$ cat src/hw/apu_settings.svh
`ifndef APU_SETTINGS_SVH
`define APU_SETTINGS_SVH

// Command queue
`define APU_FIFO_DEPTH 4

// Register file entries, 32 bits each
`define APU_NREGS 8

// APB address bus
`define APU_ADDR_W 8

// Queue level needs room for the full count
`define APU_LVL_W ($clog2(`APU_FIFO_DEPTH + 1))

`define APU_IDX_W ($clog2(`APU_NREGS))

`endif

$ cat src/hw/apu_pkg.sv
`include "apu_settings.svh"

package apu_pkg;

	typedef struct packed {
		logic [3:0]  func;
		logic [1:0]  sz;
		logic        imm;      // Cleared in this form
		logic [2:0]  dst;
		logic [2:0]  src;
		logic [2:0]  arg;
		logic [15:0] rsvd;
	} apu_reg_form_t;

	typedef struct packed {
		logic [3:0]  func;
		logic [1:0]  sz;
		logic        imm;      // Set in this form
		logic [2:0]  dst;
		logic [2:0]  src;
		logic [2:0]  spare;
		logic [15:0] imm16;    // Replaces the arg register
	} apu_imm_form_t;

	typedef union packed {
		apu_reg_form_t r;
		apu_imm_form_t i;
	} apu_cmd_u;

	localparam logic [3:0] APU_F_LD  = 4'd0;
	localparam logic [3:0] APU_F_AND = 4'd1;
	localparam logic [3:0] APU_F_OR  = 4'd2;
	localparam logic [3:0] APU_F_XOR = 4'd3;
	localparam logic [3:0] APU_F_ADD = 4'd4;
	localparam logic [3:0] APU_F_SUB = 4'd5;
	localparam logic [3:0] APU_F_ADC = 4'd6;
	localparam logic [3:0] APU_F_SBC = 4'd7;
	localparam logic [3:0] APU_F_RL  = 4'd8;
	localparam logic [3:0] APU_F_RR  = 4'd9;
	localparam logic [3:0] APU_F_RLC = 4'd10;
	localparam logic [3:0] APU_F_RRC = 4'd11;
	localparam logic [3:0] APU_F_SRA = 4'd12;
	localparam logic [3:0] APU_F_SRZ = 4'd13;
	localparam logic [3:0] APU_F_NUL = 4'd14;
	localparam logic [3:0] APU_F_MUL = 4'd15;

	localparam logic [`APU_ADDR_W-1:0] APU_OFS_CMD    = 'h00;   // Write only
	localparam logic [`APU_ADDR_W-1:0] APU_OFS_STATUS = 'h04;   // Read only
	localparam logic [`APU_ADDR_W-1:0] APU_OFS_CTRL   = 'h08;
	localparam logic [`APU_ADDR_W-1:0] APU_OFS_REG    = 'h20;   // Register window base

endpackage

$ cat src/hw/apu_cmd_port.sv
`timescale 1ns/1ps
`include "apu_settings.svh"

module apu_cmd_port import apu_pkg::*; (
	input  logic                   clk,
	input  logic                   rst,
	input  logic                   psel,
	input  logic                   penable,
	input  logic                   pwrite,
	input  logic [`APU_ADDR_W-1:0] paddr,
	input  logic [31:0]            pwdata,
	output logic [31:0]            prdata,
	output logic                   pready,
	output logic                   pslverr,
	output logic                   push,
	output logic [31:0]            push_data,
	input  logic                   full,
	input  logic [`APU_LVL_W-1:0]  level,
	output logic                   run,
	input  logic                   busy,
	input  logic [3:0]             flags,
	output logic [`APU_IDX_W-1:0]  rd_idx,
	input  logic [31:0]            rd_data
);

	logic                   access;
	logic                   is_cmd;
	logic                   is_status;
	logic                   is_ctrl;
	logic                   is_reg;
	logic                   mapped;
	logic                   ro_write;
	logic                   cmd_refused;
	logic [`APU_ADDR_W-1:0] reg_ofs;

	assign access = psel & penable;     // APB access phase

	assign reg_ofs   = paddr - APU_OFS_REG;
	assign is_cmd    = (paddr == APU_OFS_CMD);
	assign is_status = (paddr == APU_OFS_STATUS);
	assign is_ctrl   = (paddr == APU_OFS_CTRL);
	assign is_reg    = (paddr >= APU_OFS_REG) &&
	                   (reg_ofs < `APU_ADDR_W'(4 * `APU_NREGS)) &&
	                   (paddr[1:0] == 2'b00);
	assign mapped    = is_cmd | is_status | is_ctrl | is_reg;

	assign ro_write    = pwrite & (is_status | is_reg);
	assign cmd_refused = pwrite & is_cmd & full;    // Queue full, word dropped

	assign pready  = 1'b1;
	assign pslverr = access & (~mapped | ro_write | cmd_refused);

	assign push      = access & pwrite & is_cmd & ~full;
	assign push_data = pwdata;

	assign rd_idx = reg_ofs[`APU_IDX_W+1:2];

	always_ff @(posedge clk) begin
		if (rst) begin
			run <= 1'b1;
		end else if (access && pwrite && is_ctrl) begin
			run <= pwdata[0];
		end
	end

	// Read mux, CMD reads back as zero
	always_comb begin
		prdata = '0;
		if (access && !pwrite) begin
			if (is_status) begin
				prdata[`APU_LVL_W-1:0] = level;
				prdata[4]              = busy;
				prdata[11:8]           = flags;     // Z S C V
			end else if (is_ctrl) begin
				prdata[0] = run;
			end else if (is_reg) begin
				prdata = rd_data;
			end
		end
	end

endmodule

$ cat src/hw/apu_cmd_fifo.sv
`timescale 1ns/1ps
`include "apu_settings.svh"

module apu_cmd_fifo (
	input  logic                  clk,
	input  logic                  rst,
	input  logic                  push,
	input  logic [31:0]           push_data,
	input  logic                  pop,
	output logic [31:0]           pop_data,
	output logic                  empty,
	output logic                  full,
	output logic [`APU_LVL_W-1:0] level
);

	localparam int PTR_W = $clog2(`APU_FIFO_DEPTH);

	logic [31:0]      mem [`APU_FIFO_DEPTH];
	logic [PTR_W-1:0] wr_ptr;
	logic [PTR_W-1:0] rd_ptr;

	assign pop_data = mem[rd_ptr];      // Head word, fall-through
	assign empty    = (level == '0);
	assign full     = (level == `APU_LVL_W'(`APU_FIFO_DEPTH));

	always_ff @(posedge clk) begin
		if (push) begin
			mem[wr_ptr] <= push_data;
		end
	end

	always_ff @(posedge clk) begin
		if (rst) begin
			wr_ptr <= '0;
			rd_ptr <= '0;
			level  <= '0;
		end else begin
			if (push) begin
				wr_ptr <= (wr_ptr == PTR_W'(`APU_FIFO_DEPTH - 1)) ? '0 : wr_ptr + 1'b1;
			end
			if (pop) begin
				rd_ptr <= (rd_ptr == PTR_W'(`APU_FIFO_DEPTH - 1)) ? '0 : rd_ptr + 1'b1;
			end
			case ({push, pop})
				2'b10:   level <= level + 1'b1;
				2'b01:   level <= level - 1'b1;
				default: level <= level;    // Push with pop keeps level
			endcase
		end
	end

endmodule

$ cat src/hw/apu_alu.sv
`timescale 1ns/1ps

module apu_alu import apu_pkg::*; (
	input  logic [31:0] src,
	input  logic [31:0] arg,
	input  logic        c,
	input  logic [3:0]  func,
	input  logic [1:0]  sz,
	output logic [31:0] res,
	output logic        fz,
	output logic        fs,
	output logic        fc,
	output logic        fv
);

	logic [31:0] mask;
	logic [4:0]  msb;      // Top bit of the selected size
	logic [5:0]  w;        // Carry-out position
	logic [31:0] a;
	logic [31:0] b;
	logic        cin;
	logic [32:0] sum;
	logic [32:0] dif;
	logic [63:0] prod;
	logic [31:0] r;

	assign msb = {sz, 3'b111};
	assign w   = {1'b0, msb} + 6'd1;

	always_comb begin
		case (sz)
			2'b00:   mask = 32'h0000_00ff;
			2'b01:   mask = 32'h0000_ffff;
			2'b10:   mask = 32'h00ff_ffff;
			default: mask = 32'hffff_ffff;
		endcase
	end

	assign a   = src & mask;
	assign b   = arg & mask;
	assign cin = ((func == APU_F_ADC) || (func == APU_F_SBC)) ? c : 1'b0;

	assign sum  = {1'b0, a} + {1'b0, b} + 33'(cin);
	assign dif  = {1'b0, a} - {1'b0, b} - 33'(cin);    // Bit w is the borrow
	assign prod = {32'h0, a} * {32'h0, b};

	always_comb begin
		r  = '0;
		fc = 1'b0;
		fv = 1'b0;
		case (func)
			APU_F_LD:  r = b;      // Takes arg so an immediate can load
			APU_F_AND: r = a & b;
			APU_F_OR:  r = a | b;
			APU_F_XOR: r = a ^ b;
			APU_F_ADD, APU_F_ADC: begin
				r  = sum[31:0];
				fc = sum[w];
				fv = (a[msb] == b[msb]) && (sum[msb] != a[msb]);
			end
			APU_F_SUB, APU_F_SBC: begin
				r  = dif[31:0];
				fc = dif[w];
				fv = (a[msb] != b[msb]) && (dif[msb] != a[msb]);
			end
			APU_F_RL: begin
				r  = (a << 1) | {31'h0, a[msb]};
				fc = a[msb];
			end
			APU_F_RR: begin
				r  = (a >> 1) | ({31'h0, a[0]} << msb);
				fc = a[0];
			end
			APU_F_RLC: begin
				r  = (a << 1) | {31'h0, c};
				fc = a[msb];
			end
			APU_F_RRC: begin
				r  = (a >> 1) | ({31'h0, c} << msb);
				fc = a[0];
			end
			APU_F_SRA: begin
				r  = (a >> 1) | ({31'h0, a[msb]} << msb);
				fc = a[0];
			end
			APU_F_SRZ: begin
				r  = a >> 1;
				fc = a[0];
			end
			APU_F_NUL: r = '0;     // Never written back
			APU_F_MUL: begin
				r  = prod[31:0];
				fc = prod[w];      // First bit past the size
			end
		endcase
	end

	// Shift-out above the size is cut here
	assign res = r & mask;
	assign fz  = (res == '0);
	assign fs  = res[msb];

endmodule

$ cat src/hw/apu_exec.sv
`timescale 1ns/1ps
`include "apu_settings.svh"

module apu_exec import apu_pkg::*; (
	input  logic                  clk,
	input  logic                  rst,
	input  logic                  run,
	input  logic                  empty,
	input  logic [31:0]           pop_data,
	output logic                  pop,
	output logic                  busy,
	input  logic [`APU_IDX_W-1:0] rd_idx,
	output logic [31:0]           rd_data,
	output logic [3:0]            flags
);

	logic [31:0] regs [`APU_NREGS];
	apu_cmd_u    head;
	apu_cmd_u    cmd;
	logic        wb;        // Write-back state
	logic [31:0] src_q;
	logic [31:0] arg_q;
	logic [31:0] res;
	logic        fz;
	logic        fs;
	logic        fc;
	logic        fv;

	assign head = pop_data;

	// One command in flight, so no hazard on regs
	assign pop     = run & ~empty & ~wb;
	assign busy    = pop | wb;
	assign rd_data = regs[rd_idx];

	always_ff @(posedge clk) begin
		if (rst) begin
			wb <= 1'b0;
		end else begin
			wb <= pop;
		end
	end

	always_ff @(posedge clk) begin
		if (pop) begin
			cmd   <= head;
			src_q <= regs[head.r.src];
			arg_q <= head.r.imm ? {16'h0, head.i.imm16} : regs[head.r.arg];
		end
	end

	always_ff @(posedge clk) begin
		if (rst) begin
			for (int i = 0; i < `APU_NREGS; i++) begin
				regs[i] <= '0;
			end
			flags <= '0;
		end else if (wb && (cmd.r.func != APU_F_NUL)) begin
			regs[cmd.r.dst] <= res;
			flags           <= {fz, fs, fc, fv};
		end
	end

	apu_alu u_alu (
		.src  (src_q),
		.arg  (arg_q),
		.c    (flags[1]),      // Stored C
		.func (cmd.r.func),
		.sz   (cmd.r.sz),
		.res  (res),
		.fz   (fz),
		.fs   (fs),
		.fc   (fc),
		.fv   (fv)
	);

endmodule

$ cat src/hw/apu_top.sv
`timescale 1ns/1ps
`include "apu_settings.svh"

module apu_top (
	input  logic                   clk,
	input  logic                   rst,
	input  logic                   psel,
	input  logic                   penable,
	input  logic                   pwrite,
	input  logic [`APU_ADDR_W-1:0] paddr,
	input  logic [31:0]            pwdata,
	output logic [31:0]            prdata,
	output logic                   pready,
	output logic                   pslverr
);

	logic                  push;
	logic [31:0]           push_data;
	logic                  full;
	logic                  empty;
	logic                  pop;
	logic [31:0]           pop_data;
	logic [`APU_LVL_W-1:0] level;
	logic                  run;
	logic                  busy;
	logic [3:0]            flags;
	logic [`APU_IDX_W-1:0] rd_idx;
	logic [31:0]           rd_data;

	apu_cmd_port u_port (
		.clk       (clk),
		.rst       (rst),
		.psel      (psel),
		.penable   (penable),
		.pwrite    (pwrite),
		.paddr     (paddr),
		.pwdata    (pwdata),
		.prdata    (prdata),
		.pready    (pready),
		.pslverr   (pslverr),
		.push      (push),
		.push_data (push_data),
		.full      (full),
		.level     (level),
		.run       (run),
		.busy      (busy),
		.flags     (flags),
		.rd_idx    (rd_idx),
		.rd_data   (rd_data)
	);

	apu_cmd_fifo u_fifo (
		.clk       (clk),
		.rst       (rst),
		.push      (push),
		.push_data (push_data),
		.pop       (pop),
		.pop_data  (pop_data),
		.empty     (empty),
		.full      (full),
		.level     (level)
	);

	apu_exec u_exec (
		.clk      (clk),
		.rst      (rst),
		.run      (run),
		.empty    (empty),
		.pop_data (pop_data),
		.pop      (pop),
		.busy     (busy),
		.rd_idx   (rd_idx),
		.rd_data  (rd_data),
		.flags    (flags)
	);

endmodule

$ cat config.mk
export PLATFORM = sky130hd
export DESIGN_NAME = apu_top
export DESIGN_NICKNAME = d
export VERILOG_FILES = /design/src/hw/apu_pkg.sv /design/src/hw/apu_cmd_port.sv /design/src/hw/apu_cmd_fifo.sv /design/src/hw/apu_alu.sv /design/src/hw/apu_exec.sv /design/src/hw/apu_top.sv
export VERILOG_INCLUDE_DIRS = /design/src /design/src/hw
export SDC_FILE = /design/constraint.sdc
export NUM_CORES = 2
export LEC_CHECK = 0
export BUFFER_PORTS_ARGS = -buffer_cell sky130_fd_sc_hd__buf_2
export CORE_ASPECT_RATIO = 0.9
export CORE_MARGIN = 5
export CORE_UTILIZATION = 45
export DETAILED_ROUTE_END_ITERATION = 10
export SKIP_LAST_GASP = 1
export SLEW_MARGIN = 15
export SYNTH_ARGS = -nofsm -noshare
export SYNTH_HDL_FRONTEND = slang
export SYNTH_SLANG_ARGS = --single-unit
export TNS_END_PERCENT = 30
$ cat constraint.sdc
create_clock -name clk -period 29 [get_ports clk]
set_input_delay 2.9 -clock clk [delete_from_list [all_inputs] [get_ports clk]]
set_output_delay 2.9 -clock clk [all_outputs]
set_load 0.02 [all_outputs]
Yosys cells after proc, flatten, opt, wreduce, memory -nomap -nowiden
Memory sizes are Yosys's and may differ from the RTL's. A register that Yosys moved wholly into a read port is not among the register bits.
Index checks and enable logic that the tools add are counted.
{ "classes": {"reduce_logical": 22, "n_eq_ne": 29, "n_mul": 1, "addsub": 10, "shift": 3, "n_lt_le_gt_ge": 5, "n_mux": 47, "bitwise_logic": 32} }
{ "ops": {"columns": ["operator", "n"], "rows": [
  ["case mux 32 bit (14 select lines)", 1],
  ["AND 32 bit", 4],
  ["2-to-1 mux 32 bit", 3],
  ["bitwise OR 31 x 32 -> 32 bit", 3],
  ["case mux 32 bit (3 select lines)", 1],
  ["<< shifter 1 x 5 -> 32 bit", 3],
  ["multiplier 32 x 32 -> 64 bit", 1],
  ["bitwise OR 32 x 1 -> 32 bit", 2],
  ["adder 32 x 32 -> 33 bit", 1],
  ["adder 33 x 1 -> 33 bit", 1],
  ["subtractor 32 x 32 -> 33 bit", 1],
  ["subtractor 33 x 1 -> 33 bit", 1],
  ["== test 4 bit (second input constant)", 8],
  ["zero test 32 bit", 1],
  ["bitwise OR 32 bit", 1],
  ["OR reduction 32 bit", 1],
  ["XOR 32 bit", 1],
  ["2-to-1 mux 31 bit", 1],
  ["2-to-1 mux 1 bit", 20],
  ["2-to-1 mux 20 bit", 1],
  ["binary-select mux 1 bit (select 6 bit)", 3],
  ["== test 4 x 3 -> 1 bit (second input constant)", 4],
  ["2-to-1 mux 16 bit", 1],
  ["AND 1 bit", 10],
  ["39 further kinds", 75]
]} }
{ "word_totals": {"mem_bits_rw": 384, "mem_count": 2, "register_bits": 77} }
{ "mem_list": {"columns": ["name", "depth", "width", "rd", "rd_clocked_by_memory_dff", "write_ports", "line", "rtl"], "rows": [
  ["u_exec.regs", 8, 32, 3, 1, 8, "apu_exec.sv:17", "logic [31:0] regs [`APU_NREGS];"],
  ["u_fifo.mem", 4, 32, 1, 1, 1, "apu_cmd_fifo.sv:18", "logic [31:0] mem [`APU_FIFO_DEPTH];"]
]} }

Longest topological paths before layout
{ "logic_depth": {"word_depth": 11, "ltp_mapped": 38, "mapped_depth_nobuf": 34} }

Hierarchy
A second synthesis with hierarchy kept.
{ "unflattened": {"hier_cells": 6032, "hier_area_um2": 61142.4} }
{ "modules_own_cells": {"columns": ["mod", "seq_area_each_um2", "n_inst", "cells_each", "area_each_um2"], "rows": [
  ["apu_alu", 0.0, 1, 4518, 37518.5],
  ["apu_exec", 9979.6, 1, 1179, 17659.4],
  ["apu_cmd_fifo", 4023.9, 1, 215, 5106.1],
  ["apu_cmd_port", 20.0, 1, 120, 858.3]
]} }

Worst setup path after synthesis
Ideal clock, no wire load.
{ "synth_path": {"kind": "register -> register", "start": "register u_exec.cmd[27] (netlist name)", "end": "register u_exec.flags[3]", "path_buffers": 3, "stages_incl_launch_ff": 34, "setup_time_ns": 0.059, "arrival_time_ns": 9.231, "path_slack_ns": 19.710, "required_ns": 28.941, "period_less_slack_ns": 9.290, "path_cell_list": "edfxtp_1 -> buf_2 -> inv_1 -> ha_1 -> clkbuf_1 -> nor2b_1 -> clkinv_1 -> clkbuf_1 -> nor2_1 -> fa_1 -> fa_1 -> fa_1 -> inv_1 -> fa_1 -> inv_1 -> fa_1 -> inv_1 -> fa_1 -> inv_1 -> fa_1 -> fa_1 -> ha_1 -> and3_1 -> a221oi_1 -> nor2_1 -> a211oi_1 -> o22ai_1 -> o311ai_0 -> mux2i_1 -> o211ai_1 -> a211oi_2 -> o2111ai_1 -> or4b_1 -> nand2_1"} }
{ "synth_via": {"elab_chain_cells": 10, "word_cells_on_any_way": 27, "cone_classes": "4 x add/sub; 1 x mul; 2 x eq/ne; 3 x shift; 4 x mux; 11 x bitwise; 2 x reduce/logical"} }
{ "synth_rtl": {"columns": ["item", "line", "rtl"], "rows": [
  ["start: declaration", "apu_exec.sv:19", "apu_cmd_u cmd;"],
  ["start signal: assignment", "apu_exec.sv:46", "cmd <= head;"],
  ["parallel branches: the longest is 8 deep, another holds multiplier 32 x 32 -> 64 bit", null, null],
  ["AND 32 bit *", "apu_alu.sv:99", "assign res = r & mask;"],
  ["zero test 32 bit *", "apu_alu.sv:100", "assign fz = (res == '0);"],
  ["end signal: assignment", "apu_exec.sv:60", "flags <= {fz, fs, fc, fv};"],
  ["end: declaration", "apu_exec.sv:14", "output logic [3:0] flags"]
]} }
Mark *: on every way between the ends. The select of a mux whose other input is x is not followed.
A chain may end at the register's enable or synchronous reset.

Worst setup path in the final report
{ "layout_path": {"start": "register u_exec.cmd[26] (netlist name)", "end": "register u_exec.flags[3]"} }
The elaborated chain is that of the path after synthesis.

==> impl_metrics.tcl <==
set metrics [dict create \
    final_cell_mix "inv_1, fa_1, nor2_1" \
    drcViolationCount 0 \
    nets 7121 \
    reg2reg_depth 32 \
    critPathMaxStageDelay_ns 0.85 \
    clkSlewWorstSetupHoldPaths_ns 0.06 \
    grt_pass1_vias 47600 \
    htree_levels 2 \
    fmax_mhz 84.8 \
    worstSetupPathType "reg2reg" \
    cts.repair.resized 0 \
    cts_hold_buf 0 \
    dr.pass1.iters 6 \
    ys_seq_elements 472 \
    grt_start_max_net_pins 86 \
    worstSkewPairLatency_ns 0.61 \
    r2r-end "u_exec.flags[3]" \
    antenna_found_initial 6 \
    post-route-period-util 0.407 \
    hold-path-endpoint "u_port.run" \
    setup_ws_ns 17.21 \
    area_delta_synth_final_pct 6.75 \
    overflow 0 \
    via_count 46100 \
    drive_gt1_frac 0.107 \
    wl_per_cell_um 27.5 \
    end_kind "flip-flop" \
    fin_util 0.484 \
    synth_area_um2 60400 \
    start_kind "flip-flop" \
    cp.required_ns 29.52 \
    r2r_start "u_exec.cmd[26]" \
    peakVddDrop_uv 120 \
    grt_use_total 0.297 \
    cts_tree "yes" \
    swShare 0.498 \
    synth_cells 5935 \
    cpMaxStageDelayCell "edfxtp_1" \
    path_max_fanout 51 \
    setup_viol 0 \
    ys_warn_count 0 \
    core_um2 133000 \
    fin_tns_setup_ns 0 \
    synth.distinct_cells 99 \
    ant_nets 0 \
    hold_viol 0 \
    pwr-share-seq 0.169 \
    p_clk_frac 0.146 \
    crit_path_frequent_cell "fa_1" \
    p_int_mw 2.33 \
    io_pins 79 \
    fp.dieW_um 396 \
    worstHoldStart "u_port.run" \
    whs_path_depth 2 \
    slew_headroom 0.151 \
    grt_pass1_wl_um 312000 \
    synthFlopType "edfxtp_1" \
    layout_commonest_cell "inv_1" \
    power_density_nw_per_um2 72.1 \
    hold_slack_ns 0.529 \
    synth_edf_count 457 \
    numCtsBuffers 49 \
    syn_avg_cell_area_um2 10.2 \
    dp_slack_ns 17.47 \
    gp_congestion 0.987 \
    die-area_um2 142000 \
    cts_setup_buffers 0 \
    synth-async-reset-ratio 0 \
    p_comb_frac 0.685 \
    viasPerCell 6.05 \
    max_cap_viol_count 0 \
    skew_ns 0.0518 \
    fillers 12400 \
    slew_violations 0 \
    synth-seq-area-share 0.232 \
    cts_sinks 472 \
    initial_core_util 0.453 \
    drt_iter0_drc 5538 \
    routed_wl_um 209000 \
    rsz0062_at_grt "no" \
    p_leak_nw 28.3 \
    tightest_slew_ns 1.27 \
    cts_root_buf "clkbuf_16" \
    outcome "completed" \
    hpwl_um 154000 \
    max-clock-path-buffers 3 \
    portBuffers 77 \
    min_path_type "reg2reg" \
    layout_min_cycle_time_ns 11.79 \
    core.rowCount 127 \
    die_height_um 358 \
    p_sw_mw 2.31 \
    r2r_slack_ns 17.21 \
    synth_nets 7215 \
    critPathArrivalTime_ns 12.30 \
]
-- Yosys cell counts, drive strengths merged (42+ instances only) --
cell type | instances | area share
ha | 353 | 0.073
nand3 | 42 | 0.0035
a21oi | 117 | 0.0098
clkbuf | 282 | 0.018
buf | 91 | 0.0062
nand2 | 569 | 0.035
fa | 882 | 0.29
xnor2 | 45 | 0.0065
and3 | 110 | 0.011
edfxtp | 457 | 0.23
mux2i | 89 | 0.015
nor2 | 849 | 0.053
mux4 | 229 | 0.085
inv | 999 | 0.062
o21ai | 122 | 0.010
and2 | 78 | 0.0081
-- worst max-delay path by stage --
stage	start	end	slack, ns	cells after the start
global route	u_exec.cmd[26]	u_exec.flags[3]	16.74	32
floorplan	u_exec.cmd[27]	u_exec.flags[3]	19.71	33
finish	u_exec.cmd[26]	u_exec.flags[3]	17.21	32
CTS	u_exec.cmd[26]	u_exec.flags[3]	17.41	32
detailed placement	u_exec.cmd[26]	u_exec.flags[3]	17.47	32
global placement	u_exec.cmd[26]	u_exec.flags[3]	17.60	32
-- area by class of cell --
| type | count | area (um2) | area share |
|---|---|---|---|
| inverter | 1020 | 3830 | 0.0594 |
| antenna | 4 | 10.0 | 0.000155 |
| tap | 1741 | 2180 | 0.0338 |
| timing repair buffer | 228 | 1520 | 0.0236 |
| clock buffer | 59 | 1280 | 0.0199 |
| clock inverter | 29 | 445 | 0.00691 |
| multi-input combinational | 4070 | 41200 | 0.639 |
| sequential | 472 | 14000 | 0.217 |
-- flip-flops by register name (all words and copies together), names as in the netlist, named ones only --
signal / count
u_fifo.level: 3
u_fifo.wr_ptr: 2
u_exec.flags: 4
u_fifo.rd_ptr: 2
u_exec.arg_q: 32
u_exec.cmd: 9
u_port.run: 1
u_fifo.mem: 128
u_exec.regs: 256
u_exec.src_q: 32
u_exec.wb: 1
-- stage by stage --
step                instance area [um2]  cells  power [mW]
floorplan                         60400   5935        2.83
global placement                  62800   7531        3.88
detailed placement                62800   7531        3.86
CTS                               64500   7619        4.58
global route                      64500   7620        4.96
finish                            64500   7623        4.65
-- power by group through the flow --
stage | combinational [mW] | sequential [mW] | clock, mW
floorplan | 2.04 | 0.790 | 0
global placement | 3.08 | 0.797 | 0
detailed placement | 3.06 | 0.799 | 0
CTS | 3.10 | 0.784 | 0.688
global route | 3.45 | 0.787 | 0.719
finish | 3.18 | 0.785 | 0.680
-- critical path: cells and delay by family (launching register included) --
kind | cells | cell delay [ns]
mux | 1 | 0.47
fa+ha+maj | 10 | 4.71
flops | 1 | 0.85
simple gates | 7 | 1.68
buf+inv | 7 | 1.43
compound gates | 7 | 2.56
-- logic make-up after synthesis --
group,Yosys count,synth area share
flops,472,0.232
simple gates,1855,0.133
buf+inv,1393,0.0871
compound gates,555,0.0651
other cells,1,0.0000621
xor+xnor,71,0.0103
fa+ha+maj,1236,0.366
mux,352,0.106
-- metal layers --
layer,GRT usage,part of all wire,wire [um],up-vias
li1,-,-,-,19200
met1,0.414,0.40,83200,23600
met2,0.462,0.44,92300,2857
met3,0.0682,0.12,24700,499
met4,0.102,0.044,9120,0
met5,0,0,0,-
No activity file was read; power rests on OpenSTA's default activity.
